**src/fp_div_config.svh**
```systemverilog
// ====================
// binary32 format widths and bias
// radix-4 divider step count
// canonical quiet NaN
// ====================

`ifndef FP_DIV_CONFIG_SVH
`define FP_DIV_CONFIG_SVH

// binary32 fields
`define FP_EXP_W      8
`define FP_FRAC_W     23
`define FP_BIAS       127
`define FP_WORD_W     32

// 1 integer + 23 fraction + guard, round, sticky
`define FP_QUOT_W     27

// two quotient bits per step, 28 raw bits
`define FP_DIV_STEPS  14

`define FP_QNAN       32'h7fc0_0000

`endif
```
**src/fp_div_pkg.sv**
```systemverilog
// ====================
// shared types of the divider
// binary32 word view, rounding modes, special classes
// setup and result structs passed between stages
// ====================

`include "fp_div_config.svh"

package fp_div_pkg;

    // field view of a binary32 word
    typedef struct packed {
        logic                  sign;
        logic [`FP_EXP_W-1:0]  exp;
        logic [`FP_FRAC_W-1:0] frac;
    } fp32_fields_t;

    // one word, read either as raw bits or as fields
    typedef union packed {
        logic [`FP_WORD_W-1:0] bits;
        fp32_fields_t          f;
    } fp32_word_u;

    typedef enum logic [2:0] {
        RNE = 3'd0,  // nearest, ties to even
        RTZ = 3'd1,  // toward zero
        RDN = 3'd2,  // toward -inf
        RUP = 3'd3,  // toward +inf
        RMM = 3'd4   // nearest, ties away
    } rnd_mode_e;

    typedef enum logic [1:0] {
        SPC_NONE,
        SPC_NAN,
        SPC_INF,
        SPC_ZERO
    } special_e;

    // unpack -> core
    typedef struct packed {
        logic                 sign;
        special_e             spc;
        logic signed [9:0]    exp;     // biased, assumes quotient < 1
        logic [`FP_FRAC_W:0]  mant_a;  // dividend with hidden bit
        logic [`FP_FRAC_W:0]  mant_b;  // divisor with hidden bit
        rnd_mode_e            rnd;
    } div_setup_t;

    // core -> round/pack
    typedef struct packed {
        logic                  sign;
        special_e              spc;
        logic signed [9:0]     exp;
        logic [`FP_QUOT_W-1:0] quot;   // bit 0 carries the sticky
        rnd_mode_e             rnd;
    } div_result_t;

endpackage

```
**src/fp_div_top.sv**
```systemverilog
// ====================
// binary32 divider top
// unpack -> radix-4 core -> round/pack
// ====================

`include "fp_div_config.svh"

module fp_div_top (
    input  logic                   clk,
    input  logic                   rst_n,
    input  logic                   start,
    input  fp_div_pkg::rnd_mode_e  rnd,
    input  logic [`FP_WORD_W-1:0]  in_1,   // dividend
    input  logic [`FP_WORD_W-1:0]  in_2,   // divisor
    output logic                   ready,
    output logic                   valid,
    output logic [`FP_WORD_W-1:0]  res,
    input  logic                   valid_ack
);
    import fp_div_pkg::*;

    div_setup_t  setup;
    div_result_t qres;
    logic        done;

    fp_unpack u_unpack (
        .in_1  (in_1),
        .in_2  (in_2),
        .rnd   (rnd),
        .setup (setup)
    );

    // valid doubles as the busy flag back into the core
    fp_div_core u_core (
        .clk      (clk),
        .rst_n    (rst_n),
        .start    (start),
        .setup    (setup),
        .out_busy (valid),
        .ready    (ready),
        .done     (done),
        .qres     (qres)
    );

    fp_round_pack u_round_pack (
        .clk       (clk),
        .rst_n     (rst_n),
        .done      (done),
        .qres      (qres),
        .valid_ack (valid_ack),
        .valid     (valid),
        .res       (res)
    );

endmodule

```
**src/fp_round_pack.sv**
```systemverilog
// ====================
// normalize, round and pack the quotient
// overflow / underflow / special results
// result register and valid handshake
// ====================

`include "fp_div_config.svh"

module fp_round_pack (
    input  logic                    clk,
    input  logic                    rst_n,
    input  logic                    done,
    input  fp_div_pkg::div_result_t qres,
    input  logic                    valid_ack,
    output logic                    valid,
    output logic [`FP_WORD_W-1:0]   res
);
    import fp_div_pkg::*;

    localparam int QW      = `FP_QUOT_W;
    localparam int MW      = `FP_FRAC_W + 1;
    localparam int EXP_MAX = (1 << `FP_EXP_W) - 1;

    logic [MW-1:0]     mant;
    logic              guard;
    logic              rest;      // round and sticky together
    logic signed [9:0] exp_n;
    logic              inc;
    logic [MW:0]       mant_r;
    logic signed [9:0] exp_r;
    logic              ovf_inf;
    logic              dir_away;
    fp32_word_u        word;

    // one-bit normalize
    always_comb begin
        if (qres.quot[QW-1]) begin
            mant  = qres.quot[QW-1 -: MW];
            guard = qres.quot[QW-1-MW];
            rest  = |qres.quot[QW-2-MW:0];
            exp_n = qres.exp + 10'sd1;
        end else begin
            mant  = qres.quot[QW-2 -: MW];
            guard = qres.quot[QW-2-MW];
            rest  = |qres.quot[QW-3-MW:0];
            exp_n = qres.exp;
        end
    end

    // rounding increment
    always_comb begin
        case (qres.rnd)
            RNE:     inc = guard && (rest || mant[0]);
            RTZ:     inc = 1'b0;
            RDN:     inc = (guard || rest) && qres.sign;
            RUP:     inc = (guard || rest) && !qres.sign;
            RMM:     inc = guard;
            default: inc = 1'b0;
        endcase
    end

    assign mant_r = {1'b0, mant} + {{MW{1'b0}}, inc};
    assign exp_r  = exp_n + $signed({9'b0, mant_r[MW]});  // carry-out bumps exp

    // directed mode pointing away from zero
    assign dir_away = (qres.rnd == RUP && !qres.sign) || (qres.rnd == RDN && qres.sign);
    assign ovf_inf  = (qres.rnd == RNE) || (qres.rnd == RMM) || dir_away;

    always_comb begin
        word.bits   = '0;
        word.f.sign = qres.sign;
        case (qres.spc)
            SPC_NAN:  word.bits = `FP_QNAN;
            SPC_INF:  word.f.exp = '1;
            SPC_ZERO: word.f.exp = '0;
            default: begin
                if (exp_r >= $signed(10'(EXP_MAX))) begin
                    if (ovf_inf) begin
                        word.f.exp = '1;
                    end else begin
                        // largest finite
                        word.f.exp  = `FP_EXP_W'(EXP_MAX - 1);
                        word.f.frac = '1;
                    end
                end else if (exp_r <= 10'sd0) begin
                    if (dir_away)
                        word.f.exp = `FP_EXP_W'(1);  // smallest normal
                end else begin
                    word.f.exp  = exp_r[`FP_EXP_W-1:0];
                    word.f.frac = mant_r[`FP_FRAC_W-1:0];  // zero after carry
                end
            end
        endcase
    end

    always_ff @(posedge clk) begin
        if (!rst_n) begin
            valid <= 1'b0;
        end else if (done) begin
            valid <= 1'b1;
        end else if (valid_ack) begin
            valid <= 1'b0;
        end
    end

    always_ff @(posedge clk) begin
        if (done)
            res <= word.bits;  // held until the next result
    end

endmodule

```
**src/fp_div_core.sv**
```systemverilog
// ====================
// radix-4 restoring mantissa divider
// idle / dividing / finish FSM, request handshake
// ====================

`include "fp_div_config.svh"

module fp_div_core (
    input  logic                    clk,
    input  logic                    rst_n,
    input  logic                    start,
    input  fp_div_pkg::div_setup_t  setup,
    input  logic                    out_busy,
    output logic                    ready,
    output logic                    done,
    output fp_div_pkg::div_result_t qres
);
    import fp_div_pkg::*;

    localparam int MANT_W = `FP_FRAC_W + 1;
    localparam int REM_W  = MANT_W + 2;   // holds 4 * remainder
    localparam int CNT_W  = $clog2(`FP_DIV_STEPS);

    typedef enum logic [1:0] {
        S_IDLE,
        S_DIV,
        S_FIN
    } state_e;

    state_e state_q;
    logic [CNT_W-1:0] cnt_q;

    logic [REM_W-1:0]      rem_q;
    logic [MANT_W-1:0]     dvsr_q;
    logic [REM_W-1:0]      dvsr3_q;
    logic [`FP_QUOT_W-1:0] quot_q;
    logic                  sign_q;
    special_e              spc_q;
    logic signed [9:0]     exp_q;
    rnd_mode_e             rnd_q;

    logic [REM_W:0]    diff3, diff2, diff1;  // msb is the borrow
    logic [1:0]        digit;
    logic [MANT_W-1:0] rem_next;
    logic              accept;

    assign ready  = (state_q == S_IDLE) && !out_busy;
    assign accept = start && ready;
    assign done   = (state_q == S_FIN);

    // trial subtractions of 3d, 2d and d
    assign diff3 = {1'b0, rem_q} - {1'b0, dvsr3_q};
    assign diff2 = {1'b0, rem_q} - {2'b00, dvsr_q, 1'b0};
    assign diff1 = {1'b0, rem_q} - {3'b000, dvsr_q};

    always_comb begin
        if (!diff3[REM_W]) begin
            digit    = 2'd3;
            rem_next = diff3[MANT_W-1:0];
        end else if (!diff2[REM_W]) begin
            digit    = 2'd2;
            rem_next = diff2[MANT_W-1:0];
        end else if (!diff1[REM_W]) begin
            digit    = 2'd1;
            rem_next = diff1[MANT_W-1:0];
        end else begin
            digit    = 2'd0;
            rem_next = rem_q[MANT_W-1:0];  // remainder already below d
        end
    end

    always_ff @(posedge clk) begin
        if (!rst_n) begin
            state_q <= S_IDLE;
            cnt_q   <= '0;
        end else begin
            case (state_q)
                S_IDLE: begin
                    if (accept) begin
                        cnt_q   <= CNT_W'(`FP_DIV_STEPS - 1);
                        state_q <= (setup.spc == SPC_NONE) ? S_DIV : S_FIN;
                    end
                end
                S_DIV: begin
                    cnt_q <= cnt_q - 1'b1;
                    if (cnt_q == '0)
                        state_q <= S_FIN;
                end
                S_FIN: state_q <= S_IDLE;  // done pulse is one cycle
                default: state_q <= S_IDLE;
            endcase
        end
    end

    // datapath registers
    always_ff @(posedge clk) begin
        if (accept) begin
            rem_q   <= {2'b00, setup.mant_a};
            dvsr_q  <= setup.mant_b;
            dvsr3_q <= {2'b00, setup.mant_b} + {1'b0, setup.mant_b, 1'b0};
            quot_q  <= '0;
            sign_q  <= setup.sign;
            spc_q   <= setup.spc;
            exp_q   <= setup.exp;
            rnd_q   <= setup.rnd;
        end else if (state_q == S_DIV) begin
            quot_q <= {quot_q[`FP_QUOT_W-3:0], digit};
            rem_q  <= {rem_next, 2'b00};
        end
    end

    always_comb begin
        qres.sign = sign_q;
        qres.spc  = spc_q;
        qres.exp  = exp_q;
        qres.quot = {quot_q[`FP_QUOT_W-1:1], quot_q[0] | (|rem_q)};  // fold in sticky
        qres.rnd  = rnd_q;
    end

endmodule

```
**src/fp_unpack.sv**
```systemverilog
// ====================
// operand classification for the divider
// picks the special class, sign and exponent estimate
// ====================

`include "fp_div_config.svh"

module fp_unpack (
    input  logic [`FP_WORD_W-1:0]  in_1,
    input  logic [`FP_WORD_W-1:0]  in_2,
    input  fp_div_pkg::rnd_mode_e  rnd,
    output fp_div_pkg::div_setup_t setup
);
    import fp_div_pkg::*;

    fp32_word_u op_a;
    fp32_word_u op_b;

    logic nan_a, nan_b;
    logic inf_a, inf_b;
    logic zero_a, zero_b;

    assign op_a.bits = in_1;
    assign op_b.bits = in_2;

    // all-ones exponent is inf or NaN
    assign nan_a  = (&op_a.f.exp) && (op_a.f.frac != '0);
    assign nan_b  = (&op_b.f.exp) && (op_b.f.frac != '0);
    assign inf_a  = (&op_a.f.exp) && (op_a.f.frac == '0);
    assign inf_b  = (&op_b.f.exp) && (op_b.f.frac == '0);
    assign zero_a = (op_a.f.exp == '0);  // subnormals count as zero
    assign zero_b = (op_b.f.exp == '0);

    always_comb begin
        setup.sign = op_a.f.sign ^ op_b.f.sign;

        if (nan_a || nan_b || (zero_a && zero_b) || (inf_a && inf_b)) begin
            setup.spc = SPC_NAN;
        end else if (inf_a || zero_b) begin
            setup.spc = SPC_INF;
        end else if (zero_a || inf_b) begin
            setup.spc = SPC_ZERO;
        end else begin
            setup.spc = SPC_NONE;
        end

        // ea - eb + bias - 1, bumped later if a >= b
        setup.exp = $signed({2'b00, op_a.f.exp}) - $signed({2'b00, op_b.f.exp})
                    + $signed(10'(`FP_BIAS - 1));

        setup.mant_a = {1'b1, op_a.f.frac};
        setup.mant_b = {1'b1, op_b.f.frac};
        setup.rnd    = rnd;
    end

endmodule

```
**config.mk**
```make
export PLATFORM = sky130hd
export DESIGN_NAME = fp_div_top
export DESIGN_NICKNAME = d
export VERILOG_FILES = /design/src/fp_div_pkg.sv /design/src/fp_div_top.sv /design/src/fp_round_pack.sv /design/src/fp_div_core.sv /design/src/fp_unpack.sv
export VERILOG_INCLUDE_DIRS = /design/src
export SDC_FILE = /design/constraint.sdc
export NUM_CORES = 1
export LEC_CHECK = 0
export BUFFER_PORTS_ARGS = -buffer_cell sky130_fd_sc_hd__buf_2
export CAP_MARGIN = 20
export CORE_ASPECT_RATIO = 0.6
export CORE_UTILIZATION = 40
export CTS_BUF_LIST = sky130_fd_sc_hd__clkbuf_2 sky130_fd_sc_hd__clkbuf_4 sky130_fd_sc_hd__clkbuf_8
export DETAILED_ROUTE_END_ITERATION = 8
export GPL_TIMING_DRIVEN = 0
export PLACE_DENSITY = 0.66
export SYNTH_ARGS = -nofsm -noshare
export SYNTH_HDL_FRONTEND = slang
export SYNTH_SLANG_ARGS = --single-unit
```
**constraint.sdc**
```tcl
create_clock -name clk -period 6.2 [get_ports clk]
set_input_delay 1.24 -clock clk [delete_from_list [all_inputs] [get_ports clk]]
set_output_delay 1.24 -clock clk [all_outputs]
set_load 0.01 [all_outputs]
```
Word-level counts from Yosys, hierarchy flattened:

Index checks and enable logic that the tools add are counted.

* register bits after elaboration: 157
* logic and storage cells: 116
* input bits: 71

* mux-type cells: 32
* $lt $le $gt $ge: 2
* reductions and logical operators: 46
* add/subtract/negate cells: 10
* equal/unequal tests: 10
* bitwise gates (word level): 2

Operator list (count)
* two-way mux 24 bit: 4
* two-way mux 23 bit: 4
* zero test 23 bit: 2
* case mux 23 bit (2 select lines): 1
* nonzero test 23 bit: 2
* two-way mux 31 bit: 1
* subtractor 26 x 24 -> 27 bit: 1
* subtractor 26 x 25 -> 27 bit: 1
* subtractor 26 x 26 -> 27 bit: 1
* adder 24 x 25 -> 26 bit: 1
* OR reduction 26 bit: 1
* adder 24 x 1 -> 25 bit: 1
* zero test 8 bit: 2
* two-way mux 2 bit: 8
* case mux 8 bit (2 select lines): 1
* AND reduction 8 bit: 2
* logical AND 1 bit: 13
* adder 10 x 2 -> 10 bit: 1
* adder 10 x 2 -> 10 bit (second input constant): 1
* adder 10 x 8 -> 10 bit (second input constant): 1
* greater-or-equal comparator 10 x 9 -> 1 bit (second input constant): 1
* less-or-equal comparator 10 x 1 -> 1 bit (second input constant): 1
* logical OR 1 bit: 10
* two-way mux 10 bit: 1
* 22 further kinds: 40

Longest topological paths before layout:

* depth in word-level cells: 13
* depth in mapped cells: 29

By module:

A second synthesis with hierarchy kept.

* cell total of the unflattened synthesis: 1658
* area, all modules: 14317.5 um^2

By module, submodules not included
* fp_div_core: area each 10075.9 um^2, cells each 1147, times used 1
* fp_round_pack: area each 3176.8 um^2, cells each 358, times used 1
* fp_unpack: area each 1064.8 um^2, cells each 153, times used 1

Worst setup path after synthesis:

No wires, ideal clock.

* kind: register to register
* from: register u_core.quot_q[26]
* to: register u_round_pack.res[0], data pin
* arrival time: 5.885 ns
* cell stages (with the launch flop): 28
* required time: 5.930 ns
* path slack: 0.044 ns
* library setup time: 0.270 ns
* cell sequence: dfxtp_1 > buf_4 > buf_6 > clkbuf_1 > buf_1 > buf_1 > o221ai_1 > a21oi_1 > ha_1 > ha_1 > nand3_1 > a21oi_2 > nand3_2 > nor4_4 > nand4_1 > or4_1 > nor3b_1 > ha_1 > ha_1 > nor3b_2 > o21bai_1 > xor2_1 > or4_1 > o21ai_2 > nand2_2 > o21ai_2 > buf_4 > a21oi_1

RTL lines
* from (decl): line fp_div_core.sv:36 `` logic [`FP_QUOT_W-1:0] quot_q; ``
* from (signal assigned): line fp_div_core.sv:107 `` quot_q <= {quot_q[`FP_QUOT_W-3:0], digit}; ``
* to (signal assigned): line fp_round_pack.sv:108 `res <= word.bits;`
* to (decl): line fp_round_pack.sv:16 `` output logic [`FP_WORD_W-1:0] res ``

==> key figures <==
Placed design
  – GPL Wtd Cong: 0.967
  – Pre-CTS setup slack: -2.14 ns
  – Cell Area, Placed: roughly 14000 µm²
  – IO Port Bufs: 104
  – Estimated wirelength of the detail-placed design: roughly 32000 µm

Status
  – Outcome: completed

Final layout
  – Layout cell share with drive strength beyond 1: around 16%
  – Most frequent cells in the layout: nand2_1, inv_1, buf_2
  – Final net count: approximately 1900
  – Most common cell after layout, fill and taps aside: nand2_1
  – Cell area after layout: 15300 µm²
  – Final core utilization: a little under half
  – Area growth from synthesis to layout: 15.1%

Route
  – DR WL/cell: around 19 µm
  – Post-route ant nets: 0
  – DR vias: approximately 12000
  – # DRC: 0
  – Vias per inst: ~5.8
  – Total Wirelength: between 40000 and 50000 µm
  – Starting DRC count in detailed routing: about 1400
  – TritonRoute pass-1 iters: 6

STA
  – Worst-Margin Slew: 1.02 ns
  – Worst slew margin: between 30% and 40%
  – Max Fclk: ~160 MHz
  – Final period utilization: roughly 99%
  – Fin. max-slew vios: 0
  – RSZ-0062 raised after global routing: yes
  – Min cycle time layout: between 6 and 7 ns
  – Fin. Hold Viols: 0
  – Count of final setup violators: 0
  – Clock skew: roughly 0.020 ns
  – Hold slack: 0.494 ns
  – Fin worst setup slack: between 0.03 and 0.04 ns

Power and ir drop
  – Gate power share: about three fifths
  – Sw power: a little under 3000 µW
  – Clock Power Share: 12.0%
  – Max VDD drop: approximately 210 µV
  – Sw frac: 48.1%
  – Pwr/cell area: roughly 400 nW/µm²
  – Internal power: approximately 3200 µW
  – Total power: between 6000 and 7000 µW
  – Leakage power: ~0.0062 µW
  – Reg power frac: 26.7%

CTS
  – Clock latency on the worst-skew pair: ~0.5 ns
  – Total CTS buffers: 17
  – Root Driver: clkbuf_8
  – Max clock buf depth: 2
  – Htree depth: 4
  – TritonCTS clock tree: done
  – Worst-path clk slew: roughly 0.10 ns
  – Sink Count: approximately 160

Floorplan
  – DIE AREA: 34000 µm²
  – I/O pins: approximately 110
  – Initial Util: between 40% and 50%
  – Core footprint: 32500 µm²
  – Die X: 237 µm
  – Rows: between 50 and 60
  – Die H: 143 µm

Job
  – Max-cap violations: 0

Synth
  – Number of synthesized flops with an enable pin: between 100 and 150
  – Synth area leaders: edfxtp_1, ha_1, dfxtp_1
  – Post-synth ARST share: 0%
  – Post-Syn Nets: between 1500 and 2000
  – Post-synth top area share: 26.9%
  – Cell area after synthesis: between 10000 and 15000 µm²
  – Largest area contributor in the netlist: edfxtp_1
  – Syn_area_per_cell: between 8 and 9 µm²
  – Sequential area share after synthesis: about a third
  – Synth Flop Type: edfxtp_1
  – Mapped Cells: between 1500 and 2000
  – Seq cells post-synth: around 160
  – Ys Warns: 0
  – Library cells used by synthesis: 83

Critical path
  – Required time of the critical path: about 6.4 ns
  – CP bufs+invs: 6
  – Crit path DAT: ~6.4 ns
  – Worst setup startpoint: u_core.quot_q[26]$_SDFFE_PP0P_
  – Slowest-stage cell, CP: or4_4
  – Critical path class: reg -> reg
  – Crit start category: flip-flop
  – CP endpoint kind: flip-flop
  – Slowest stage delay, CP: between 0.5 and 0.6 ns
  – Delay-heaviest family, CP: simple AND/OR/NAND/NOR gates
  – R2R Path Start: u_core.quot_q[26]$_SDFFE_PP0P_
  – CP max FO: 19

Global routing
  – Global Route Usage Sum: ~24%
  – Initial antenna violation count: 3
  – GRT Residual Overflow: 0
  – Maximum number of pins on one net before global-route repair: 65
  – Vias in the first global route: 10853
  – First-pass GRT wire length: 62100 µm

Min path
  – Hold Startpoint: u_core.cnt_q[2]$_SDFFE_PN0P_
  – Hold crit path type: reg -> reg
synthesized netlist by cell type, types with 20 or more instances:
cell      instances
a21o_1           32
a21oi_1         124
clkbuf_1         38
dfxtp_1          37
edfxtp_1        119
ha_1            123
inv_1           132
mux2i_1          20
nand2_1         143
nand2b_1         30
nand3_1          35
nand4_1          26
nor2_1           95
nor2b_1          23
nor3_1           40
nor4_1           22
o21ai_0         104
xnor2_1          74
xor2_1           35
power by group through the flow:
stage,registers [µW],clock network (µW),logic (µW)
after global placement,1650,0,3490
final,1640,739,3770
after floorplan,1530,0,2680
after CTS,1620,746,3600
after detailed placement,1640,0,3540
after global routing,1650,789,4080
state kept, by name, indices dropped and copies added (netlist names):
name,cells
u_core.sign_q,1
u_core.spc_q,2
u_core.rem_q,26
u_round_pack.valid,1
u_core.quot_q,27
u_core.cnt_q,4
u_round_pack.res,32
u_core.state_q,2
u_core.exp_q,10
u_core.rnd_q,3
u_core.dvsr_q,22
u_core.dvsr3_q,26
final cells by class:
class	count	area (µm²)
antenna	3	7.51
buffer	57	312
clock buffer	17	234
clock inverter	15	135
fill	3173	17200
inverter	133	499
multi-input combinational	1192	8450
sequential	156	4320
tap	424	531
timing repair buffer	134	830
final timing paths:
check / slack, ns / cells after the start / endpoint
hold reg to reg: 0.49 / 2 / u_core.cnt_q[2]$_SDFFE_PN0P_
hold / removal: 0.49 / 2 / u_core.cnt_q[2]$_SDFFE_PN0P_
setup reg to reg: 0.04 / 29 / u_round_pack.res[19]$_DFFE_PP_
setup / recovery: 0.04 / 29 / u_round_pack.res[19]$_DFFE_PP_
worst reg2reg max path, delay by kind of cell, from the launching register on:
| family | cells | cell delay (ns) |
|---|---|---|
| simple gates | 13 | 2.94 |
| fa+ha+maj | 4 | 0.82 |
| buf+inv | 6 | 0.91 |
| compound gates | 5 | 0.74 |
| flops | 1 | 0.36 |
| xor+xnor | 1 | 0.11 |
metrics by stage:
stage,std cells,TNS [ns]
2_1_floorplan,1540,0
3_3_place_gp,2068,-54.64
3_5_place_dp,2069,-58.63
4_1_cts,2112,0
5_1_grt,2131,-2.98
6_report,2131,0
what timing repair did:
action,4_1_cts,5_1_grt
endpoints found under the hold margin,0,0
buffers inserted,10,16
pin swaps,9,21
setup endpoints to repair,31,27
gates resized for setup,35,41
cloned,2,0
hold buffers,0,0
cells by family (layout without fill, tap and decap cells):
logic type,count (synthesis),in the layout,share of synthesized area (%)
XOR/XNOR,109,109,7.18
AND/OR/NAND/NOR,485,485,18.2
buffers and inverters,192,356,5.70
other,0,3,0
AO/OA/AOI/OAI,438,438,21.6
flip-flops,156,156,32.4
multiplexers,32,32,2.55
adder cells (fa/ha/maj),128,128,12.3
layer usage:
| metal | up-vias | track usage, % | routed length, µm |
|---|---|---|---|
| met5 | - | 0 | 0 |
| met4 | 0 | 5.57 | 639 |
| met3 | 57 | 6.80 | 4460 |
| met2 | 591 | 31.2 | 15400 |
| met1 | 5700 | 37.8 | 21000 |
| li1 | 5918 | - | - |
(Power assumes the default switching activity.)
